===== src/include/fpmul_params.svh =====
//********************************************************************
// double precision only, field widths are fixed by IEEE 754 binary64
// latency counts register stages from input sample to output pulse
//********************************************************************
`ifndef FPMUL_PARAMS_SVH
`define FPMUL_PARAMS_SVH

// operand fields
`define FPM_FRAC_W 52          // stored fraction bits
`define FPM_EXP_W 11           // biased exponent bits
`define FPM_EXP_BIAS 1023      // binary64 bias

// radix-8 multiplier array
// 53-bit significand plus a zero top bit gives 18 three-bit digits
`define FPM_BOOTH_DIGITS 18
`define FPM_PP_W 56            // 4x multiple plus sign
`define FPM_RED_W 112          // sum and carry vectors, product is 106 of these

// pipeline
`define FPM_LATENCY 4          // classify, recode, array, round

`endif

===== src/hw/fpmul_pkg.sv =====
//********************************************************************
// widths follow fpmul_params.svh, flag bit order matches the flags port
//********************************************************************
`default_nettype none

`include "fpmul_params.svh"

package fpmul_pkg;

	// packed binary64 word, sign on top
	typedef logic [`FPM_FRAC_W+`FPM_EXP_W:0] fp_word_t;

	typedef logic [`FPM_FRAC_W-1:0] frac_t;      // stored fraction
	typedef logic [`FPM_FRAC_W:0] sig_t;         // fraction with hidden one
	typedef logic [`FPM_EXP_W-1:0] exp_t;        // biased exponent field

	// exponent sum keeps two extra bits
	// msb set means the sum went below zero
	typedef logic signed [`FPM_EXP_W+1:0] exp_sum_t;

	typedef logic [`FPM_BOOTH_DIGITS-1:0] booth_sel_t; // one bit per digit
	typedef logic [`FPM_FRAC_W+2:0] mult3_t;     // 3x needs two more bits
	typedef logic [`FPM_PP_W-1:0] pp_t;          // one partial product row
	typedef logic [`FPM_RED_W-1:0] red_t;        // carry-save vector

	// exception flags, bit positions below
	typedef logic [4:0] fp_flags_t;

	localparam int FLG_INVALID = 4;      // inf times zero
	localparam int FLG_UNIMP = 3;        // nan or denormal operand
	localparam int FLG_OVERFLOW = 2;
	localparam int FLG_UNDERFLOW = 1;    // result flushed to zero
	localparam int FLG_INEXACT = 0;

endpackage

`default_nettype wire


===== src/hw/operand_classify.sv =====
//********************************************************************
// nan and denormal operands are not computed, they give unimp and a nan
// payload registers have no reset, only s1_valid is cleared
//********************************************************************
`timescale 1ns/1ps
`default_nettype none

`include "fpmul_params.svh"

module operand_classify (
	input  wire logic                 CK,
	input  wire logic                 arst_n,
	input  wire logic                 in_valid,
	input  wire fpmul_pkg::fp_word_t  op_a,
	input  wire fpmul_pkg::fp_word_t  op_b,
	output logic                      s1_valid,
	output logic                      s1_sign,
	output logic                      s1_special_nan,
	output logic                      s1_special_inf,
	output logic                      s1_special_zero,
	output fpmul_pkg::sig_t           s1_sig_x,     // multiplicand
	output fpmul_pkg::sig_t           s1_sig_y,     // multiplier, goes to booth
	output fpmul_pkg::exp_sum_t       s1_exp_sum,
	output fpmul_pkg::fp_flags_t      s1_flags
);

	logic a_nan, a_inf, a_den, a_zero;
	logic b_nan, b_inf, b_den, b_zero;
	logic unimp, invalid;
	logic nan_res, inf_res, zero_res;
	fpmul_pkg::fp_flags_t flags_n;

	// {nan, inf, denormal, zero} from exponent and fraction checks
	function automatic logic [3:0] classify(input fpmul_pkg::fp_word_t w);
		fpmul_pkg::exp_t e;
		fpmul_pkg::frac_t f;
		e = w[`FPM_FRAC_W +: `FPM_EXP_W];
		f = w[`FPM_FRAC_W-1:0];
		classify = {(&e) & (|f), (&e) & ~(|f), ~(|e) & (|f), ~(|e) & ~(|f)};
	endfunction

	assign {a_nan, a_inf, a_den, a_zero} = classify(op_a);
	assign {b_nan, b_inf, b_den, b_zero} = classify(op_b);

	assign unimp = a_nan | a_den | b_nan | b_den;
	assign invalid = (a_inf & b_zero) | (b_inf & a_zero);

	// special results kept mutually exclusive, nan wins
	assign nan_res = unimp | invalid;
	assign inf_res = ~nan_res & (a_inf | b_inf);
	assign zero_res = ~nan_res & ~inf_res & (a_zero | b_zero);

	always_comb
	begin
		flags_n = '0;       // range flags are decided in the last stage
		flags_n[fpmul_pkg::FLG_INVALID] = invalid;
		flags_n[fpmul_pkg::FLG_UNIMP] = unimp;
	end

	always_ff @(posedge CK or negedge arst_n)
	begin
		if (!arst_n)
			s1_valid <= 1'b0;
		else
			s1_valid <= in_valid;
	end

	always_ff @(posedge CK)
	begin
		s1_sign <= op_a[`FPM_FRAC_W+`FPM_EXP_W] ^ op_b[`FPM_FRAC_W+`FPM_EXP_W];
		s1_sig_x <= {1'b1, op_a[`FPM_FRAC_W-1:0]};     // hidden one
		s1_sig_y <= {1'b1, op_b[`FPM_FRAC_W-1:0]};
		// ea + eb - bias, two zero bits on top keep the borrow
		s1_exp_sum <= {2'b00, op_a[`FPM_FRAC_W +: `FPM_EXP_W]}
			+ {2'b00, op_b[`FPM_FRAC_W +: `FPM_EXP_W]}
			- (`FPM_EXP_W+2)'(`FPM_EXP_BIAS);
		s1_special_nan <= nan_res;
		s1_special_inf <= inf_res;
		s1_special_zero <= zero_res;
		s1_flags <= flags_n;
	end

endmodule

`default_nettype wire


===== config.mk =====
export PLATFORM = sky130hd
export DESIGN_NAME = operand_classify
export DESIGN_NICKNAME = d
export VERILOG_FILES = /design/src/hw/fpmul_pkg.sv /design/src/hw/operand_classify.sv
export VERILOG_INCLUDE_DIRS = /design/src /design/src/include
export SDC_FILE = /design/constraint.sdc
export NUM_CORES = 1
export LEC_CHECK = 0
export BUFFER_PORTS_ARGS = -buffer_cell sky130_fd_sc_hd__buf_4
export CAP_MARGIN = 20
export CORE_UTILIZATION = 31
export CTS_CLUSTER_DIAMETER = 80
export DETAILED_ROUTE_END_ITERATION = 6
export HOLD_SLACK_MARGIN = 0.08
export MAX_ROUTING_LAYER = met4
export SLEW_MARGIN = 20
export SYNTH_ARGS = -nofsm -noshare
export SYNTH_HDL_FRONTEND = slang
export SYNTH_SLANG_ARGS = --single-unit

===== constraint.sdc =====
create_clock -name CK -period 0.8 [get_ports CK]
set_input_delay 0.08 -clock CK [delete_from_list [all_inputs] [get_ports CK]]
set_output_delay 0.08 -clock CK [all_outputs]
set_load 0.03 [all_outputs]

; Yosys cells after proc, flatten, opt, wreduce, memory -nomap -nowiden
; Index checks and enable logic that the tools add are counted.
[op_classes]
addsub = 2
n_bitwise = 27
reduce_logical = 6
[op_table]
columns = operator, n
row1 = $reduce_or A52 Y1, 2
row2 = $reduce_and A11 Y1, 2
row3 = $reduce_or A11 Y1, 2
row4 = $and A1 B1 Y1, 13
row5 = $sub A12 B10 Y13 const B, 1
row6 = $add A11 B11 Y12, 1
row7 = $or A1 B1 Y1, 7
row8 = $not A1 Y1, 6
row9 = $xor A1 B1 Y1, 1
[totals]
regBits = 124
in_bits = 131
out_inout_bits = 129
elab_cells = 44

; Longest topological paths before layout
[depth]
depth_word = 12
ltp_mapped = 11

; Worst setup path before layout
; No wires, ideal clock.
[synth_path]
path_kind = input to register
from = input op_a[53]
to = register s1_exp_sum[11]
setup_ns = 0.072
t_arrival_ns = 1.868
required_time_ns = 0.728
slack_ns = -1.140
cell_stages = 9
n_path_buf = 0
path_cell_list = ha_1 ha_1 fa_1 a21oi_1 o21a_1 o21ai_0 a31o_2 a21oi_1 xnor2_1
[synth_via]
elab_chain_len = 2
[synth_rtl]
columns = item, line
row1 = start: declaration, operand_classify.sv:14  ; input wire fpmul_pkg::fp_word_t op_a,
row2 = $add A11 B11 Y12, operand_classify.sv:74  ; s1_exp_sum <= {2'b00, op_a[`FPM_FRAC_W +: `FPM_EXP_W]}
row3 = $sub A12 B10 Y13, operand_classify.sv:74
row4 = end signal: assignment, operand_classify.sv:74
row5 = end: declaration, operand_classify.sv:23  ; output fpmul_pkg::exp_sum_t s1_exp_sum,
; Every way passes these cells.

; Worst setup path after layout
; Ends and elaborated chain as after synthesis.

==> results_tabular.tex <==
\begin{tabular}{lr}
\hline
Metric & Value \\
\hline
\multicolumn{2}{l}{\textbf{Logic synthesis}} \\
Total number of yosys warnings & 0 \\
Number of flops mapped to enable cells by yosys & 0 \\
Async set or reset register ratio after synthesis & 0.008065 \\
Primary FF master, synth & dfxtp\_1 \\
Syn Area/Cell & 13.10 µm² \\
FF+latch count, synth & roughly 120 \\
Fraction of synthesized area in multiplexers & 0.002820 \\
Post-synthesis share of cell area spent on xor and xnor gates & 0.02221 \\
Arithmetic-cell share of the synthesized area counting full adders, half adders and majority gates & 0.07966 \\
Area fraction in and, or, nand and nor cells after synthesis & 0.1294 \\
Fraction of the yosys area taken by sequential cells & 0.7007 \\
Post-synthesis compound-gate area fraction & 0.04300 \\
Post-synthesis cell type count & 34 \\
Gate count of the mapped netlist & 271 \\
Synthesized cell area & 3550 µm² \\
Main combinational cell family by area after synthesis & simple AND/OR/NAND/NOR gates \\
\multicolumn{2}{l}{\textbf{Worst setup path}} \\
Family with the most delay on the worst path & adder cells \\
Cells traversed along the worst timing path & buf\_8 -> ha\_4 -> ha\_4 -> fa\_2 -> a21oi\_4 -> o21a\_1 -> o21ai\_2 -> a31o\_2 -> a21oi\_2 -> xnor2\_1 \\
Crit path capture type & register \\
Slowest stage cell on the critical path & fa\_2 \\
Critical path startpoint category & primary input \\
Required time of the worst setup path & 1120 ps \\
Slowest cell delay on critical path & 370 ps \\
Maximum fanout count along the critical path & 2 \\
Most frequent CP cell & ha\_4 \\
Worst Setup Path Type & primary input to register \\
Data arrival time of the critical path & between 1500 and 2000 ps \\
Buffering stage count on the worst path with inverters included & 1 \\
\multicolumn{2}{l}{\textbf{Layout}} \\
Syn-to-layout area delta & 148.6\% \\
Inserted Diodes & 0 \\
Multi-input logic area & 1459 µm² \\
Seq. cell area & 2640 µm² \\
Number of nets in the layout & 854 \\
Area of all placed cells without fillers & 8823 µm² \\
Commonest non-fill, non-tap cells in the layout & buf\_4 (159), buf\_6 (141), dfxtp\_2 (122) \\
Number of fill cells & 604 \\
Commonest non-fill, non-tap cell in the layout & buf\_4 \\
Share of layout cells above drive strength 1 & 0.7121 \\
\multicolumn{2}{l}{\textbf{Power}} \\
Sequential fraction of design power & 0.368 \\
Worst-case vdd ir drop & 0.002106 V \\
Internal power component & $\sim$14000 µW \\
Switching Fraction & 0.2594 \\
Portion of total power attributed to combinational logic & 0.225 \\
P\_sw & 4894 µW \\
Clk network pwr share & 0.407 \\
Power consumption & $\sim$19000 µW \\
Leak & 0.003958 µW \\
Power density over the cells & 2138 nW/µm² \\
\multicolumn{2}{l}{\textbf{Floorplanning}} \\
Standard-cell rows & 38 \\
Die X-Extent & 109.0 µm \\
Initial cell density of the core & 0.3232 \\
Die Span Y & approximately 110 µm \\
Number of top-level pins & 260 \\
Die Footprint & 11880 µm² \\
Floorplan Core Area & 10980 µm² \\
\multicolumn{2}{l}{\textbf{Place}} \\
Instance area after placement & 6058 µm² \\
Final weighted congestion of routability-driven global placement & 0.8238 \\
Final HPWL DP & roughly 9 mm \\
Number of I/O port buffers & between 200 and 300 \\
\multicolumn{2}{l}{\textbf{Routing}} \\
Number of design rule violations left after detail routing & 0 \\
Count of vias placed by the detailed router & a little under 4000 \\
First drt pass iteration count & 4 \\
First DRT Iteration DRCs & 150 \\
Avg WL per Cell & 18.84 µm \\
Vias per std cell & 4.595 \\
Post-detailed-route count of antenna-violating nets & 0 \\
Wire length reported by the detailed router & 16.05 mm \\
\multicolumn{2}{l}{\textbf{Run status}} \\
Failing checks & negative setup slack \\
Run status & finished, violations left \\
\multicolumn{2}{l}{\textbf{Global route}} \\
Global route overflow & 0 \\
Number of antenna violations at the first check in global routing & 0 \\
Vias in the first global route & 4244 \\
Pin count of the biggest net entering global routing & 17 \\
GRT Resource Usage Total & 0.2773 \\
Global-route wire length before repair & 23.12 mm \\
\multicolumn{2}{l}{\textbf{STA}} \\
Final Hold Violating Endpoints & 0 \\
Maximum clock frequency & about 0.67 GHz \\
Setup-failing EPs final & 139 \\
Sum of negative setup slack & -22270 ps \\
Total count of max-transition violations in the final report & 0 \\
Setup repair after global routing missed its margin & true \\
Final critical-path share of the clock period & 1.866 \\
Setup WS post-layout & -692.7 ps \\
Minimum period implied by the final worst setup slack & 1493 ps \\
Minimum hold slack & roughly 27 ps \\
\multicolumn{2}{l}{\textbf{Clock tree}} \\
CTS Sinks & 124 \\
Clock tree from TritonCTS & yes \\
CTS Buffer Depth & 2 \\
Hold-fix buffer count after cts & 110 \\
Clock slew seen by the registers of the worst setup and hold paths & 50 ps \\
Deepest level of the CTS H-tree & 4 \\
CTS buffer count & 17 \\
Root buffer selected by CTS & clkbuf\_16 \\
\multicolumn{2}{l}{\textbf{Hold path}} \\
Hold crit path type & primary input to register \\
\multicolumn{2}{l}{\textbf{Run}} \\
Number of violations of the max-capacitance limit & 0 \\
\hline
\end{tabular}
-- logic make-up after synthesis --
family,after synthesis
other,2
AOI/OAI and AO/OA,24
DFF,124
muxes,1
xor gates and xnor gates,9
and+or+nand+nor,75
buffers and inverters,14
adders and majority gates,22
-- registers in the layout, indices dropped and copies added, names as in the netlist --
name,flops
s1_exp_sum,13
s1_flags,2
s1_sig_x,52
s1_sig_y,52
s1_sign,1
s1_special_inf,1
s1_special_nan,1
s1_special_zero,1
s1_valid,1
-- metal layers --
| layer | share of wire | vias to the layer above | global-route usage | wire length (µm) |
|---|---|---|---|---|
| met3 | 0.068 | 32 | 0.08548 | 1093 |
| met1 | 0.37 | 1882 | 0.2782 | 5871 |
| met2 | 0.53 | 180 | 0.4933 | 8525 |
| met5 | 0 | - | - | 0 |
| li1 | - | 1821 | - | - |
| met4 | 0.035 | 0 | 0.1207 | 561 |
-- tightest hold or removal path: cells and delay by family --
kind	cells	cell delay, ps
fa+ha+maj	2	240
buf+inv	1	80
-- what timing repair did --
| action | 4_1_cts | 5_1_grt |
|---|---|---|
| buffers inserted | 8 | 3 |
| endpoints found under the setup margin | 139 | 139 |
| endpoints found under the hold margin | 109 | 1 |
| gates resized for setup | 304 | 18 |
| cloned | 0 | 0 |
| pin swaps | 23 | 20 |
-- per-stage QoR --
stage,worst slack [ps],utilization,std cells
global placement,-1139,0.5516,703
global route,-741.4,0.8034,852
CTS,-616.3,0.7936,850
detailed placement,-1158,0.5516,703
finish,-692.7,0.8034,852
floorplan,-932.0,-,274
-- Yosys cell counts (3+ instances only) --
cell	instances	share of area
buf_4	5	0.011
a21oi_1	9	0.013
xor2_1	4	0.0099
nand4_1	8	0.014
o21ai_0	3	0.0042
nor3_1	7	0.0099
xnor2_1	5	0.012
nand2_1	7	0.0074
o21a_1	3	0.0063
nand3_1	6	0.0085
nor4_1	28	0.049
inv_1	9	0.0095
ha_1	21	0.074
nor2_1	8	0.0085
dfxtp_1	123	0.69
-- power groups by stage --
stage                     clock [µW]  combinational [µW]  sequential [µW]
final                           7670                4240             6950
after global routing            8050                4450             6980
after CTS                       7680                4030             6920
after detailed placement           0                3130             6880
after global placement             0                3120             6870
after floorplan                    0                 569             7780
-- worst paths after layout --
path / depth (start not counted) / endpoint / slack (ps) / start
setup / recovery: 10 / s1_exp_sum[11]$_DFF_P_ / -690 / op_a[53]
hold / removal: 3 / s1_exp_sum[1]$_DFF_P_ / 30 / op_a[53]
max in group asynchronous: 3 / s1_valid$_DFF_PN0_ / 170 / arst_n
min in group asynchronous: 3 / s1_valid$_DFF_PN0_ / 530 / arst_n
-- final cells by class --
cell class | instances | share of cell area
repair buffers | 413 | 0.4451
inverters | 9 | 0.004396
multi-input cells | 136 | 0.1653
clock buffers | 23 | 0.05303
clock inverters | 7 | 0.01305
flip-flops and latches | 124 | 0.2992
well taps | 140 | 0.01985
No activity file was read; power rests on OpenSTA's default activity.
