==> src/include/fpmul_params.svh <==
//********************************************************************
// double precision only, field widths are fixed by IEEE 754 binary64
// latency counts register stages from input sample to output pulse
//********************************************************************
`ifndef FPMUL_PARAMS_SVH
`define FPMUL_PARAMS_SVH

// operand fields
`define FPM_FRAC_W 52          // stored fraction bits
`define FPM_EXP_W 11           // biased exponent bits
`define FPM_EXP_BIAS 1023      // binary64 bias

// radix-8 multiplier array
// 53-bit significand plus a zero top bit gives 18 three-bit digits
`define FPM_BOOTH_DIGITS 18
`define FPM_PP_W 56            // 4x multiple plus sign
`define FPM_RED_W 112          // sum and carry vectors, product is 106 of these

// pipeline
`define FPM_LATENCY 4          // classify, recode, array, round

`endif
==> src/hw/fpmul_pkg.sv <==
//********************************************************************
// widths follow fpmul_params.svh, flag bit order matches the flags port
//********************************************************************
`default_nettype none

`include "fpmul_params.svh"

package fpmul_pkg;

	// packed binary64 word, sign on top
	typedef logic [`FPM_FRAC_W+`FPM_EXP_W:0] fp_word_t;

	typedef logic [`FPM_FRAC_W-1:0] frac_t;      // stored fraction
	typedef logic [`FPM_FRAC_W:0] sig_t;         // fraction with hidden one
	typedef logic [`FPM_EXP_W-1:0] exp_t;        // biased exponent field

	// exponent sum keeps two extra bits
	// msb set means the sum went below zero
	typedef logic signed [`FPM_EXP_W+1:0] exp_sum_t;

	typedef logic [`FPM_BOOTH_DIGITS-1:0] booth_sel_t; // one bit per digit
	typedef logic [`FPM_FRAC_W+2:0] mult3_t;     // 3x needs two more bits
	typedef logic [`FPM_PP_W-1:0] pp_t;          // one partial product row
	typedef logic [`FPM_RED_W-1:0] red_t;        // carry-save vector

	// exception flags, bit positions below
	typedef logic [4:0] fp_flags_t;

	localparam int FLG_INVALID = 4;      // inf times zero
	localparam int FLG_UNIMP = 3;        // nan or denormal operand
	localparam int FLG_OVERFLOW = 2;
	localparam int FLG_UNDERFLOW = 1;    // result flushed to zero
	localparam int FLG_INEXACT = 0;

endpackage

`default_nettype wire

==> src/hw/booth_recode.sv <==
//********************************************************************
// multiplier is unsigned, the zero pad on top keeps the last digit >= 0
//********************************************************************
`timescale 1ns/1ps
`default_nettype none

`include "fpmul_params.svh"

module booth_recode (
	input  wire logic                CK,
	input  wire logic                arst_n,
	input  wire logic                s1_valid,
	input  wire fpmul_pkg::sig_t     s1_sig_x,
	input  wire fpmul_pkg::sig_t     s1_sig_y,
	output logic                     s2_valid,
	output fpmul_pkg::booth_sel_t    zerox,
	output fpmul_pkg::booth_sel_t    onex,
	output fpmul_pkg::booth_sel_t    twox,
	output fpmul_pkg::booth_sel_t    threex,
	output fpmul_pkg::booth_sel_t    fourx,
	output fpmul_pkg::booth_sel_t    neg,
	output fpmul_pkg::sig_t          s2_x,
	output fpmul_pkg::mult3_t        s2_x3
);

	localparam int DIGITS = `FPM_BOOTH_DIGITS;

	logic [3*DIGITS:0] ywin;        // {0, y, 0}, digit i reads bits 3i+3..3i
	fpmul_pkg::booth_sel_t z_n, o_n, t_n, th_n, f_n, n_n;
	fpmul_pkg::mult3_t x3;

	assign ywin = {1'b0, s1_sig_y, 1'b0};
	assign x3 = fpmul_pkg::mult3_t'({s1_sig_x, 1'b0}) + fpmul_pkg::mult3_t'(s1_sig_x);

	always_comb
	begin
		z_n = '0;
		o_n = '0;
		t_n = '0;
		th_n = '0;
		f_n = '0;
		for (int i = 0; i < DIGITS; i++)
		begin
			// digit = -4*w3 + 2*w2 + w1 + w0
			case (ywin[3*i +: 4])
				4'b0000, 4'b1111: z_n[i] = 1'b1;
				4'b0001, 4'b0010, 4'b1101, 4'b1110: o_n[i] = 1'b1;
				4'b0011, 4'b0100, 4'b1011, 4'b1100: t_n[i] = 1'b1;
				4'b0101, 4'b0110, 4'b1001, 4'b1010: th_n[i] = 1'b1;
				default: f_n[i] = 1'b1;     // 0111 and 1000
			endcase
			n_n[i] = ywin[3*i+3] & ~z_n[i];   // a zero digit stays positive
		end
	end

	always_ff @(posedge CK or negedge arst_n)
	begin
		if (!arst_n)
			s2_valid <= 1'b0;
		else
			s2_valid <= s1_valid;
	end

	always_ff @(posedge CK)
	begin
		zerox <= z_n;
		onex <= o_n;
		twox <= t_n;
		threex <= th_n;
		fourx <= f_n;
		neg <= n_n;
		s2_x <= s1_sig_x;
		s2_x3 <= x3;      // carry chain done here, off the array path
	end

	// the array mux relies on exactly one magnitude per digit
	for (genvar i = 0; i < DIGITS; i++)
	begin : g_sel_chk
		a_sel_onehot: assert property (@(posedge CK) disable iff (!arst_n)
			s2_valid |-> $onehot({zerox[i], onex[i], twox[i], threex[i], fourx[i]}))
			else $error("booth digit %0d select not one-hot", i);
	end

endmodule

`default_nettype wire

==> config.mk <==
export PLATFORM = sky130hd
export DESIGN_NAME = booth_recode
export DESIGN_NICKNAME = d
export VERILOG_FILES = /design/src/hw/fpmul_pkg.sv /design/src/hw/booth_recode.sv
export VERILOG_INCLUDE_DIRS = /design/src /design/src/include
export SDC_FILE = /design/constraint.sdc
export NUM_CORES = 1
export LEC_CHECK = 0
export ABC_CLOCK_PERIOD_IN_PS = 800
export BUFFER_PORTS_ARGS = -buffer_cell sky130_fd_sc_hd__buf_4
export CAP_MARGIN = 20
export CELL_PAD_IN_SITES_DETAIL_PLACEMENT = 1
export CELL_PAD_IN_SITES_GLOBAL_PLACEMENT = 2
export CORE_AREA = 10 10 187 189
export CTS_CLUSTER_DIAMETER = 40
export DETAILED_ROUTE_END_ITERATION = 16
export DIE_AREA = 0 0 197 199
export GPL_ROUTABILITY_DRIVEN = 0
export PLACE_DENSITY_LB_ADDON = 0.15
export SYNTH_ARGS = -nofsm -noshare
export SYNTH_HDL_FRONTEND = slang
export SYNTH_SLANG_ARGS = --single-unit
==> constraint.sdc <==
create_clock -name CK -period 0.8 [get_ports CK]
set_clock_uncertainty 0.05 [all_clocks]
set_input_delay 0 -clock CK [delete_from_list [all_inputs] [get_ports CK]]
set_output_delay 0 -clock CK [all_outputs]
set_load 0.02 [all_outputs]
==> Word-level counts from Yosys, hierarchy flattened <==
Index checks and enable logic that the tools add are counted.
{ "op_classes": {"add_sub_neg": 1, "n_eq_ne": 220, "n_mux": 90, "bitwise": 34, "n_reduce_logical": 106} }
{ "op_table": {"columns": ["op", "count"], "rows": [
  ["== test 4 bit (second input constant)", 112],
  ["OR reduction 14 bit", 16],
  ["== test 4 x 3 -> 1 bit (second input constant)", 48],
  ["OR reduction 4 bit", 48],
  ["== test 4 x 2 -> 1 bit (second input constant)", 32],
  ["two-way mux 1 bit", 90],
  ["logical NOT 4 bit", 18],
  ["== test 4 x 1 -> 1 bit (second input constant)", 16],
  ["adder 54 x 53 -> 55 bit", 1],
  ["OR reduction 2 bit", 22],
  ["== test 3 bit (second input constant)", 6],
  ["bitwise AND 1 bit", 17],
  ["inverter 1 bit", 17],
  ["OR reduction 7 bit", 2],
  ["== test 3 x 2 -> 1 bit (second input constant)", 4],
  ["== test 3 x 1 -> 1 bit (second input constant)", 2]
]} }
{ "totals": {"regBits": 216, "in_bits": 109, "output_inout_bits": 217, "wordCells": 460} }

==> Depth between registers and ports, before layout <==
Gate-level depths: netlist of the first run.
{ "logic_depth": {"word_depth": 5, "ltp_mapped": 11, "ltp_nobuf": 11} }

==> Worst setup path before layout of the first run <==
OpenSTA, ideal clock, no wires.
{ "synth_timing": {"path_kind": "input port to flip-flop", "startpoint": "input s1_sig_x[0]", "endpoint": "register s2_x3[53]", "setup_time_ns": 0.072, "t_arrival_ns": 2.361, "t_required_ns": 0.678, "slack_ns": -1.683, "path_stages": 11, "path_buffers": 0, "path_cell_list": "ha_1 fa_1 a21o_1 a221oi_4 a21oi_2 a31oi_4 o21ai_2 a21oi_4 o221ai_2 a2111oi_2 xnor2_1"} }
{ "synth_via": {"elab_chain_len": 1} }
{ "synth_lines": {"columns": ["item", "line", "rtl"], "rows": [
  ["start: declaration", "booth_recode.sv:13", "input wire fpmul_pkg::sig_t s1_sig_x,"],
  ["adder 54 x 53 -> 55 bit", "booth_recode.sv:33", "assign x3 = fpmul_pkg::mult3_t'({s1_sig_x, 1'b0}) + fpmul_pkg::mult3_t'(s1_sig_x);"],
  ["net x3[53]", "booth_recode.sv:30", "fpmul_pkg::mult3_t x3;"],
  ["end signal: assignment", "booth_recode.sv:73", "s2_x3 <= x3;"],
  ["end: declaration", "booth_recode.sv:23", "output fpmul_pkg::mult3_t s2_x3"]
]} }
The timed path passes the listed nets, and every way through them passes these cells.

==> Worst setup path in the final report of the first run <==
{ "layout_timing": {"startpoint": "input s1_sig_x[1]", "endpoint": "register s2_x3[47]"} }
Same word-level chain as after synthesis.

==> results of run 1 <==
cell usage in the layout (no fill, tap or decap), types with 8 or more instances in the layout:
cell type | synthesis | final
a21o_1 | 21 | 21
a21oi_1 | 57 | 39
a21oi_2 | 1 | 13
and2_1 | 20 | 19
buf_4 | 2 | 308
buf_6 | 0 | 254
clkbuf_16 | 0 | 41
dfxtp_2 | 0 | 213
dlygate4sd3_1 | 0 | 79
dlymetal6s4s_1 | 0 | 19
ha_1 | 54 | 30
ha_4 | 0 | 21
inv_1 | 15 | 15
inv_6 | 0 | 8
mux2i_1 | 33 | 32
nand2_1 | 69 | 66
nand3_1 | 27 | 21
nand4_1 | 22 | 22
nor2_1 | 73 | 67
nor2b_1 | 24 | 22
o21ai_0 | 43 | 31
o21ai_2 | 1 | 10
o21bai_1 | 11 | 9
or3_4 | 0 | 16
xnor2_1 | 64 | 44
xnor2_2 | 0 | 17
xor2_1 | 19 | 16
timing repair:
item                                    CTS  global route
hold buffers                             86            32
setup buffers                            18            28
gates resized for setup                 507           148
endpoints found under the setup margin  265           338
pin swaps                                51            49
hold endpoints to repair                205           139
worst min-delay path by stage:
stage / from / endpoint / slack [ps] / cells past startpoint
floorplan: arst_n / s2_valid / -350 / 0
global placement: arst_n / s2_valid / -280 / 1
detailed placement: arst_n / s2_valid / -270 / 1
CTS: s1_sig_x[18] / s2_x[18] / -480 / 1
global route: s1_sig_x[0] / s2_x3[0] / -490 / 1
finish: s1_sig_x[0] / s2_x3[0] / -470 / 1
cell usage after synthesis, types with 2 or more instances:
cell / instances
o31ai_1: 3
ha_1: 54
a2111oi_0: 2
or3_1: 19
nand2b_1: 7
a211oi_1: 4
and3_1: 3
nand4_1: 22
inv_1: 15
nor3b_1: 4
o22ai_1: 2
nor2_1: 73
o211ai_1: 4
xor2_1: 19
and2_1: 20
mux2i_1: 33
nand2_1: 69
nor3_1: 9
buf_4: 2
a21o_1: 21
a21boi_0: 3
clkbuf_1: 43
o21ai_1: 6
dfxtp_1: 214
a21oi_1: 57
or2_2: 4
nand3_1: 27
o211a_1: 2
o21ai_0: 43
nor2b_1: 24
o21a_1: 8
o21bai_1: 11
a31oi_1: 3
xnor2_1: 64
state kept, by name, indices dropped and copies added, names as in the netlist:
register	count
s2_x3	55
s2_x	52
fourx	18
onex	18
threex	18
twox	18
zerox	18
neg	17
s2_valid	1
stage by stage:
| step | hold WS, ps | power [uW] |
|---|---|---|
| 2_1_floorplan | -346 | 16900 |
| 3_3_place_gp | -275 | 21600 |
| 3_5_place_dp | -274 | 21700 |
| 4_1_cts | -485 | 41800 |
| 5_1_grt | -487 | 44100 |
| 6_report | -470 | 42200 |
cells by family after synthesis:
family | synth area share [%]
AO/OA/AOI/OAI | 13.9
other | 0.0419
XOR/XNOR | 8.12
multiplexers | 3.69
buffers and inverters | 2.60
AND/OR/NAND/NOR | 15.8
flip-flops | 48.1
adder cells (fa/ha/maj) | 7.77
layout make-up:
cell class	instances	area share [%]
repair buffers	665	34.2
well taps	402	2.74
inverters	15	0.307
multi-input cells	648	30.1
flip-flops and latches	215	24.9
clock buffers	48	5.89
clock inverters	28	1.83
layer usage:
layer  GRT usage (%)  share of wire [%]
met5               0                  0
met4            3.90                1.7
met3            7.69                8.5
met2            31.7                 50
met1            19.9                 39
power by group through the flow:
stage,Sequential (uW),Combinational (uW),Clock [uW]
final,12700,11600,17800
after global routing,12800,12500,18800
after CTS,12700,10800,18200
after detailed placement,12500,9220,0
after global placement,12500,9130,0
after floorplan,13900,2950,0
==> flow_summary.toml, run 1 <==
[synth]
yosysTopAreaCell = "dfxtp_1"
syn_nets = 1087
avgSynthCellArea_sq_um = 9.70
yosysWarnings = 0
ys_ff_latch = 215
synthCells = 923
async_flop_share_pct = 0.465
yosysSeqAreaShare_pct = 48.1
netlist.area_leader.share_pct = 47.9
ys.flop_type = "dfxtp_1"
synth-edff-count = 0
ys_types = 63
syn_area_sq_um = 8950
synthTopCellsByArea = "dfxtp_1 48%, ha_1 7.5%, xnor2_1 6.3%"

[power]
ir_drop_uv = 2010
combPwrFrac_pct = 27.6
netSwitchingPower_uw = 12400
leakagePower_uw = 0.00835
p_per_area_nw_per_um2 = 2300
power.internal_uw = 29700
power_frac_seq_pct = 30.2
switching_share_pct = 29.5
power.share.clock_pct = 42.2

[finish]
final_util_pct = 58.8
register_area_sq_um = 4580
drive_above_1_share_pct = 62.3
fin_cells = 2021
n_antenna_cell = 0
fin_nets = 1750
nFillCells = 3250
final_area_sq_um = 18400
multi_input_area_sq_um = 5530
syn_to_final_growth_pct = 105

[timing]
worst_pin_slew_ps = 551
period_needed_ps = 2150
final.period_utilization_pct = 269
clock.fmax_mhz = 464
fin_setup_tns_ps = -95850
slew_viol_final = 0
setup_ws_ps = -1350
setup_viol_count_final = 305
worst_slew_margin_rel_pct = 63.1
holdWs_ps = -470
hold_violations = 85
grt_setup_unrepaired = "yes"

[floorplanning]
die_w_um = 197
ios = 326
initial_core_util_pct = 28.7
core_sq_um = 31200
die_area_sq_um = 39200
die_y_um = 199
rows = 65

[setup_path]
crit_required_ps = 1160
worst-path-stages = 14
cp-startpoint = "s1_sig_x[1]"
critical_path.max_stage_delay_ps = 350
end_kind = "register"
critPathMaxFanout = 3
critPathTopFamily = "compound AO/OA/AOI/OAI gates"
worstPathArrival_ps = 2510
endpoint = "s2_x3[47]"
path_cells = "buf_8, ha_4, fa_2, a21o_1, a221oi_4, buf_4, buf_6, a2111oi_4, o21ai_4, o311ai_4, o21a_2, o22ai_4, o21bai_1, xnor2_1"
critPathKind = "in2reg"
start_kind = "input port"
path_buf_inv = 3
crit_path_top_delay_cell = "fa_2"

[clocking]
htree_levels = 2
clk_pin_slew_worst_paths_ps = 60
cts_max_path_buffers = 3
cts_made_buffers = 41
cts_tree = "built"
cts_root_buffer = "clkbuf_16"
clock-sinks = 215

[grt]
grt_overflow = 0
grt_pass1_vias = 10300
grt_usage_pct = 18.1
grt_max_degree = 13
antenna_found_initial = 0
grt_pass1_wl_um = 57000

[drt]
drc = 0
dr.first_iter.drc_count = 222
wirelength_um = 37900
avgRoutedWirePerCell_um = 18.8
via_per_inst = 4.58
firstDrtPassIters = 4
vias = 9250
ant_nets = 0

[placement]
port_buffers = 324
dp.final_hpwl_um = 26200
dp.cells = 1823
pre_cts_ws_ps = -2030
placed_area_sq_um = 13500

[hold_path]
hold_path_class = "in2reg"

[run]
cap_violations = 0

[outcome]
status = "finished, violations left"
failed_checks = "negative hold slack, negative setup slack"
No activity file was read; power rests on OpenSTA's default activity.
==> run 2: changes to the inputs <==
PLACE_DENSITY_LB_ADDON = 0.1   (was 0.15)
==> run 2 against run 1 <==
The run still ends with negative hold slack, negative setup slack left. Die area did not move. Clock-buffer cell count fell by 2. Clock power fell by 9%. Global-route usage fell by 0.37 points. Sequential share of layout area rose by 0.23 points. Non-clock buffer count rose by 3. First-iteration DRC count fell by 34%. Total power fell by 4.1%. Worst setup slack improved by 100 ps. Fmax rose by 5.0%. Sequential cell count did not move. Via count fell by 0.97%. Critical path type unchanged. Critical endpoint is now s2_x3[49].
==> flow_summary.toml, run 2 (same netlist as run 1, synthesis figures left out) <==
[setup_path]
crit_required_ps = 1150
start_kind = "input port"
critPathMaxFanout = 3
critPathKind = "in2reg"
end_kind = "register"
worstPathArrival_ps = 2400

[drt]
drc = 0
dr.first_iter.drc_count = 146
wirelength_um = 36900
firstDrtPassIters = 4
ant_nets = 0
vias = 9160
via_per_inst = 4.54
avgRoutedWirePerCell_um = 18.3

[floorplanning]
die_area_sq_um = 39200
rows = 65
die_y_um = 199
core_sq_um = 31200
initial_core_util_pct = 28.7
ios = 326
die_w_um = 197

[timing]
setup_viol_count_final = 324
slew_viol_final = 0
final.period_utilization_pct = 256
worst_slew_margin_rel_pct = 64.4
holdWs_ps = -456
setup_ws_ps = -1250
grt_setup_unrepaired = "yes"
worst_pin_slew_ps = 532
fin_setup_tns_ps = -94870
hold_violations = 97
clock.fmax_mhz = 487
period_needed_ps = 2050

[placement]
port_buffers = 324
dp.final_hpwl_um = 26500
pre_cts_ws_ps = -1940

[power]
switching_share_pct = 29.4
netSwitchingPower_uw = 11900
leakagePower_uw = 0.00827
power.internal_uw = 28600
combPwrFrac_pct = 28.4
ir_drop_uv = 1550
power.share.clock_pct = 40.0
p_per_area_nw_per_um2 = 2220
power_frac_seq_pct = 31.6

[grt]
grt_max_degree = 13
grt_usage_pct = 17.7
antenna_found_initial = 0
grt_pass1_wl_um = 55500
grt_overflow = 0
grt_pass1_vias = 10100

[clocking]
cts_made_buffers = 40
cts_tree = "built"
cts_root_buffer = "clkbuf_16"
htree_levels = 2
cts_max_path_buffers = 3
clock-sinks = 215
clk_pin_slew_worst_paths_ps = 50

[hold_path]
hold_path_class = "in2reg"

[finish]
final_common_cell = "buf_4"
fin_nets = 1752
largest_reg_flops = 55
syn_to_final_growth_pct = 103
nFillCells = 3279
final_util_pct = 58.3
reg.largest.list = "s2_x3 (55), s2_x (52)"
n_antenna_cell = 0
final_cell_mix = "302 x buf_4, 270 x buf_6, 213 x dfxtp_2"
top_register = "s2_x3"
drive_above_1_share_pct = 62.4

[run]
cap_violations = 0

[outcome]
status = "finished, violations left"
failed_checks = "negative hold slack, negative setup slack"
[run 2: metrics by stage]
stage          std cells  instance area, sq um  power (uW)
4_1_cts             1999                 17400       40100
6_report            2018                 18200       40400
2_1_floorplan        923                  9190       16900
5_1_grt             2018                 18200       42400
3_3_place_gp        1823                 13500       21500
3_5_place_dp        1823                 13500       21700
[run 2: path summary, 6_finish.rpt]
check / startpoint / to / depth (start not counted)
hold / removal: s1_sig_x[0] / s2_x3[0] / 1
min in group asynchronous: arst_n / s2_valid / 3
setup / recovery: s1_sig_x[1] / s2_x3[49] / 14
max in group asynchronous: arst_n / s2_valid / 3
[run 2: worst max-delay path, stage by stage]
cell and delay, ps:
buf_8 110, ha_4 160, fa_2 350, a21o_1 210, a221oi_4 350, a21oi_2 140
a31oi_4 250, o21ai_4 110, a21oi_4 160, buf_6 130, o31a_1 170, buf_4 140
nand2_2 40, o211a_1 100
[run 2: final cells by class]
| type | instances | area, sq um | share of cell area (%) |
|---|---|---|---|
| clock buffers | 46 | 1070 | 5.90 |
| clock inverters | 24 | 208 | 1.14 |
| inverters | 15 | 56.3 | 0.309 |
| multi-input cells | 648 | 5440 | 29.8 |
| flip-flops and latches | 215 | 4580 | 25.1 |
| well taps | 402 | 503 | 2.76 |
| repair buffers | 668 | 6350 | 34.9 |
[run 2: what timing repair did]
item | CTS | global route
hold endpoints to repair | 202 | 147
setup buffers | 26 | 28
gates resized for setup | 541 | 124
setup endpoints to repair | 264 | 336
pin swaps | 66 | 62
hold buffers | 81 | 26
[run 2: power groups by stage]
stage / Sequential [uW] / Clock [uW] / Combinational [uW]
finish: 12800 / 16200 / 11500
global placement: 12500 / 0 / 9050
floorplan: 13900 / 0 / 2950
CTS: 12800 / 16500 / 10900
global route: 12900 / 17200 / 12300
detailed placement: 12500 / 0 / 9160
[run 2: per-layer routing]
layer  track usage (%)  vias up  part of all wire, %
li1                  -     4530                    -
met1              19.9     4325                   40
met2              30.8      256                   50
met3              6.79       49                  8.0
met4              4.64        0                  1.9
met5                 0        -                    0
==> run 3: changes to the inputs <==
SKIP_LAST_GASP = 1   (was default)
==> run 3 against run 2 <==
Global-route usage decreased by 0.068 points. The flow still finishes with violations (negative hold slack, negative setup slack). Sequential cell count did not move. Clock-buffer cell count unchanged. First-iteration DRC count increased by 14%.
==> flow_summary.toml, run 3 (same netlist as run 1, synthesis figures left out) <==
[outcome]
status = "finished, violations left"
failed_checks = "negative hold slack, negative setup slack"

[timing]
period_needed_ps = 2050
grt_setup_unrepaired = "yes"
worst_slew_margin_rel_pct = 66.6
slew_viol_final = 0
fin_setup_tns_ps = -93880
holdWs_ps = -453
clock.fmax_mhz = 488
setup_ws_ps = -1250
hold_violations = 101
worst_pin_slew_ps = 496
setup_viol_count_final = 323
final.period_utilization_pct = 256

[finish]
largest_reg_flops = 55
reg.largest.list = "s2_x3 (55), s2_x (52)"
multi_input_area_sq_um = 5370
final_common_cell = "buf_4"
fin_nets = 1741
register_area_sq_um = 4580
drive_above_1_share_pct = 61.8
final_cell_mix = "300 x buf_4, 264 x buf_6, 214 x dfxtp_2"
final_area_sq_um = 18000
syn_to_final_growth_pct = 101
top_register = "s2_x3"
nFillCells = 3285
n_antenna_cell = 0

[drt]
drc = 0
wirelength_um = 36200
dr.first_iter.drc_count = 167
vias = 9081
ant_nets = 0
avgRoutedWirePerCell_um = 18.0
via_per_inst = 4.52
firstDrtPassIters = 4

[clocking]
cts_max_path_buffers = 3
clock-sinks = 215
cts_root_buffer = "clkbuf_16"
cts_made_buffers = 40
cts_tree = "built"
htree_levels = 2
clk_pin_slew_worst_paths_ps = 50

[hold_path]
hold_path_class = "in2reg"
hold_end = "s2_x3[0]"
hold_depth = 1
hold_start = "s1_sig_x[0]"

[power]
ir_drop_uv = 1550
finalPower_uw = 40200
p_per_area_nw_per_um2 = 2230
leakagePower_uw = 0.00819

[setup_path]
worstPathArrival_ps = 2400
crit_path_top_delay_cell = "fa_2"
critPathTopFamily = "compound AO/OA/AOI/OAI gates"
path_buf_inv = 3
start_kind = "input port"
critPathMaxFanout = 3
crit_required_ps = 1150
worst-path-stages = 14
path_cells = "buf_8, ha_4, fa_2, a21o_1, a221oi_4, a21oi_2, a31oi_4, o21ai_4, a21oi_4, buf_6, o31a_1, buf_4, nand2_2, o211a_1"
critPathKind = "in2reg"
end_kind = "register"
critical_path.max_stage_delay_ps = 340

[placement]
port_buffers = 324
dp.final_hpwl_um = 26500
placed_area_sq_um = 13500
pre_cts_ws_ps = -1940

[grt]
grt_overflow = 0
grt_pass1_vias = 10100
grt_pass1_wl_um = 55400
grt_max_degree = 13
antenna_found_initial = 0
grt_usage_pct = 17.7

[floorplanning]
core_sq_um = 31200
die_y_um = 199
initial_core_util_pct = 28.7
rows = 65
ios = 326
die_w_um = 197
die_area_sq_um = 39200

[run]
cap_violations = 0
-- run 3: changes by cell type in the layout (fill, tap and decap cells not counted), sizes merged --
cell         previous run  this run
buf                   580       570
dlygate4sd3            72        71
-- run 3: layer usage --
metal  part of all wire (%)  routed length, um  GRT usage (%)  vias up
met5                      0                  0              0        -
met4                    1.8                636           4.84        0
met3                    8.0               2910           6.79       44
met2                     49              17800           30.3      246
met1                     41              14800           20.0     4290
li1                       -                  -              -     4501
-- run 3: per-stage QoR --
step | utilization (%) | instances
2_1_floorplan | - | 923
6_report | 57.7 | 2007
3_5_place_dp | 43.3 | 1823
4_1_cts | 55.8 | 1999
3_3_place_gp | 43.3 | 1823
5_1_grt | 57.7 | 2007
-- run 3: cell type report --
cell class	instances	share of cell area [%]
clock inverters	24	1.15
clock buffers	46	5.97
inverters	15	0.312
well taps	402	2.79
repair buffers	657	34.6
multi-input cells	648	29.8
flip-flops and latches	215	25.4
-- run 3: worst max path at each step --
stage	start	endpoint	slack, ps
global route	s1_sig_x[1]	s2_x3[47]	-1400
finish	s1_sig_x[1]	s2_x3[49]	-1250
global placement	s1_sig_x[1]	s2_x3[47]	-1920
floorplan	s1_sig_x[0]	s2_x3[53]	-1590
detailed placement	s1_sig_x[1]	s2_x3[47]	-1940
CTS	s1_sig_x[1]	s2_x3[53]	-1230
-- run 3: repair_timing --
item | 4_1_cts | 5_1_grt
pin swaps | 66 | 51
resized for setup | 536 | 107
gates cloned | 0 | 0
buffers inserted | 26 | 19
hold endpoints to repair | 202 | 149
hold buffers | 81 | 25
endpoints found under the setup margin | 264 | 335
-- run 3: power breakdown --
part | total [uW] | switching, uW | internal (uW) | leakage (uW)
Combinational | 11300 | 5310 | 5990 | 0.00571
Sequential | 12800 | 610 | 12200 | 0.00183
Clock | 16100 | 5830 | 10300 | 0.000649
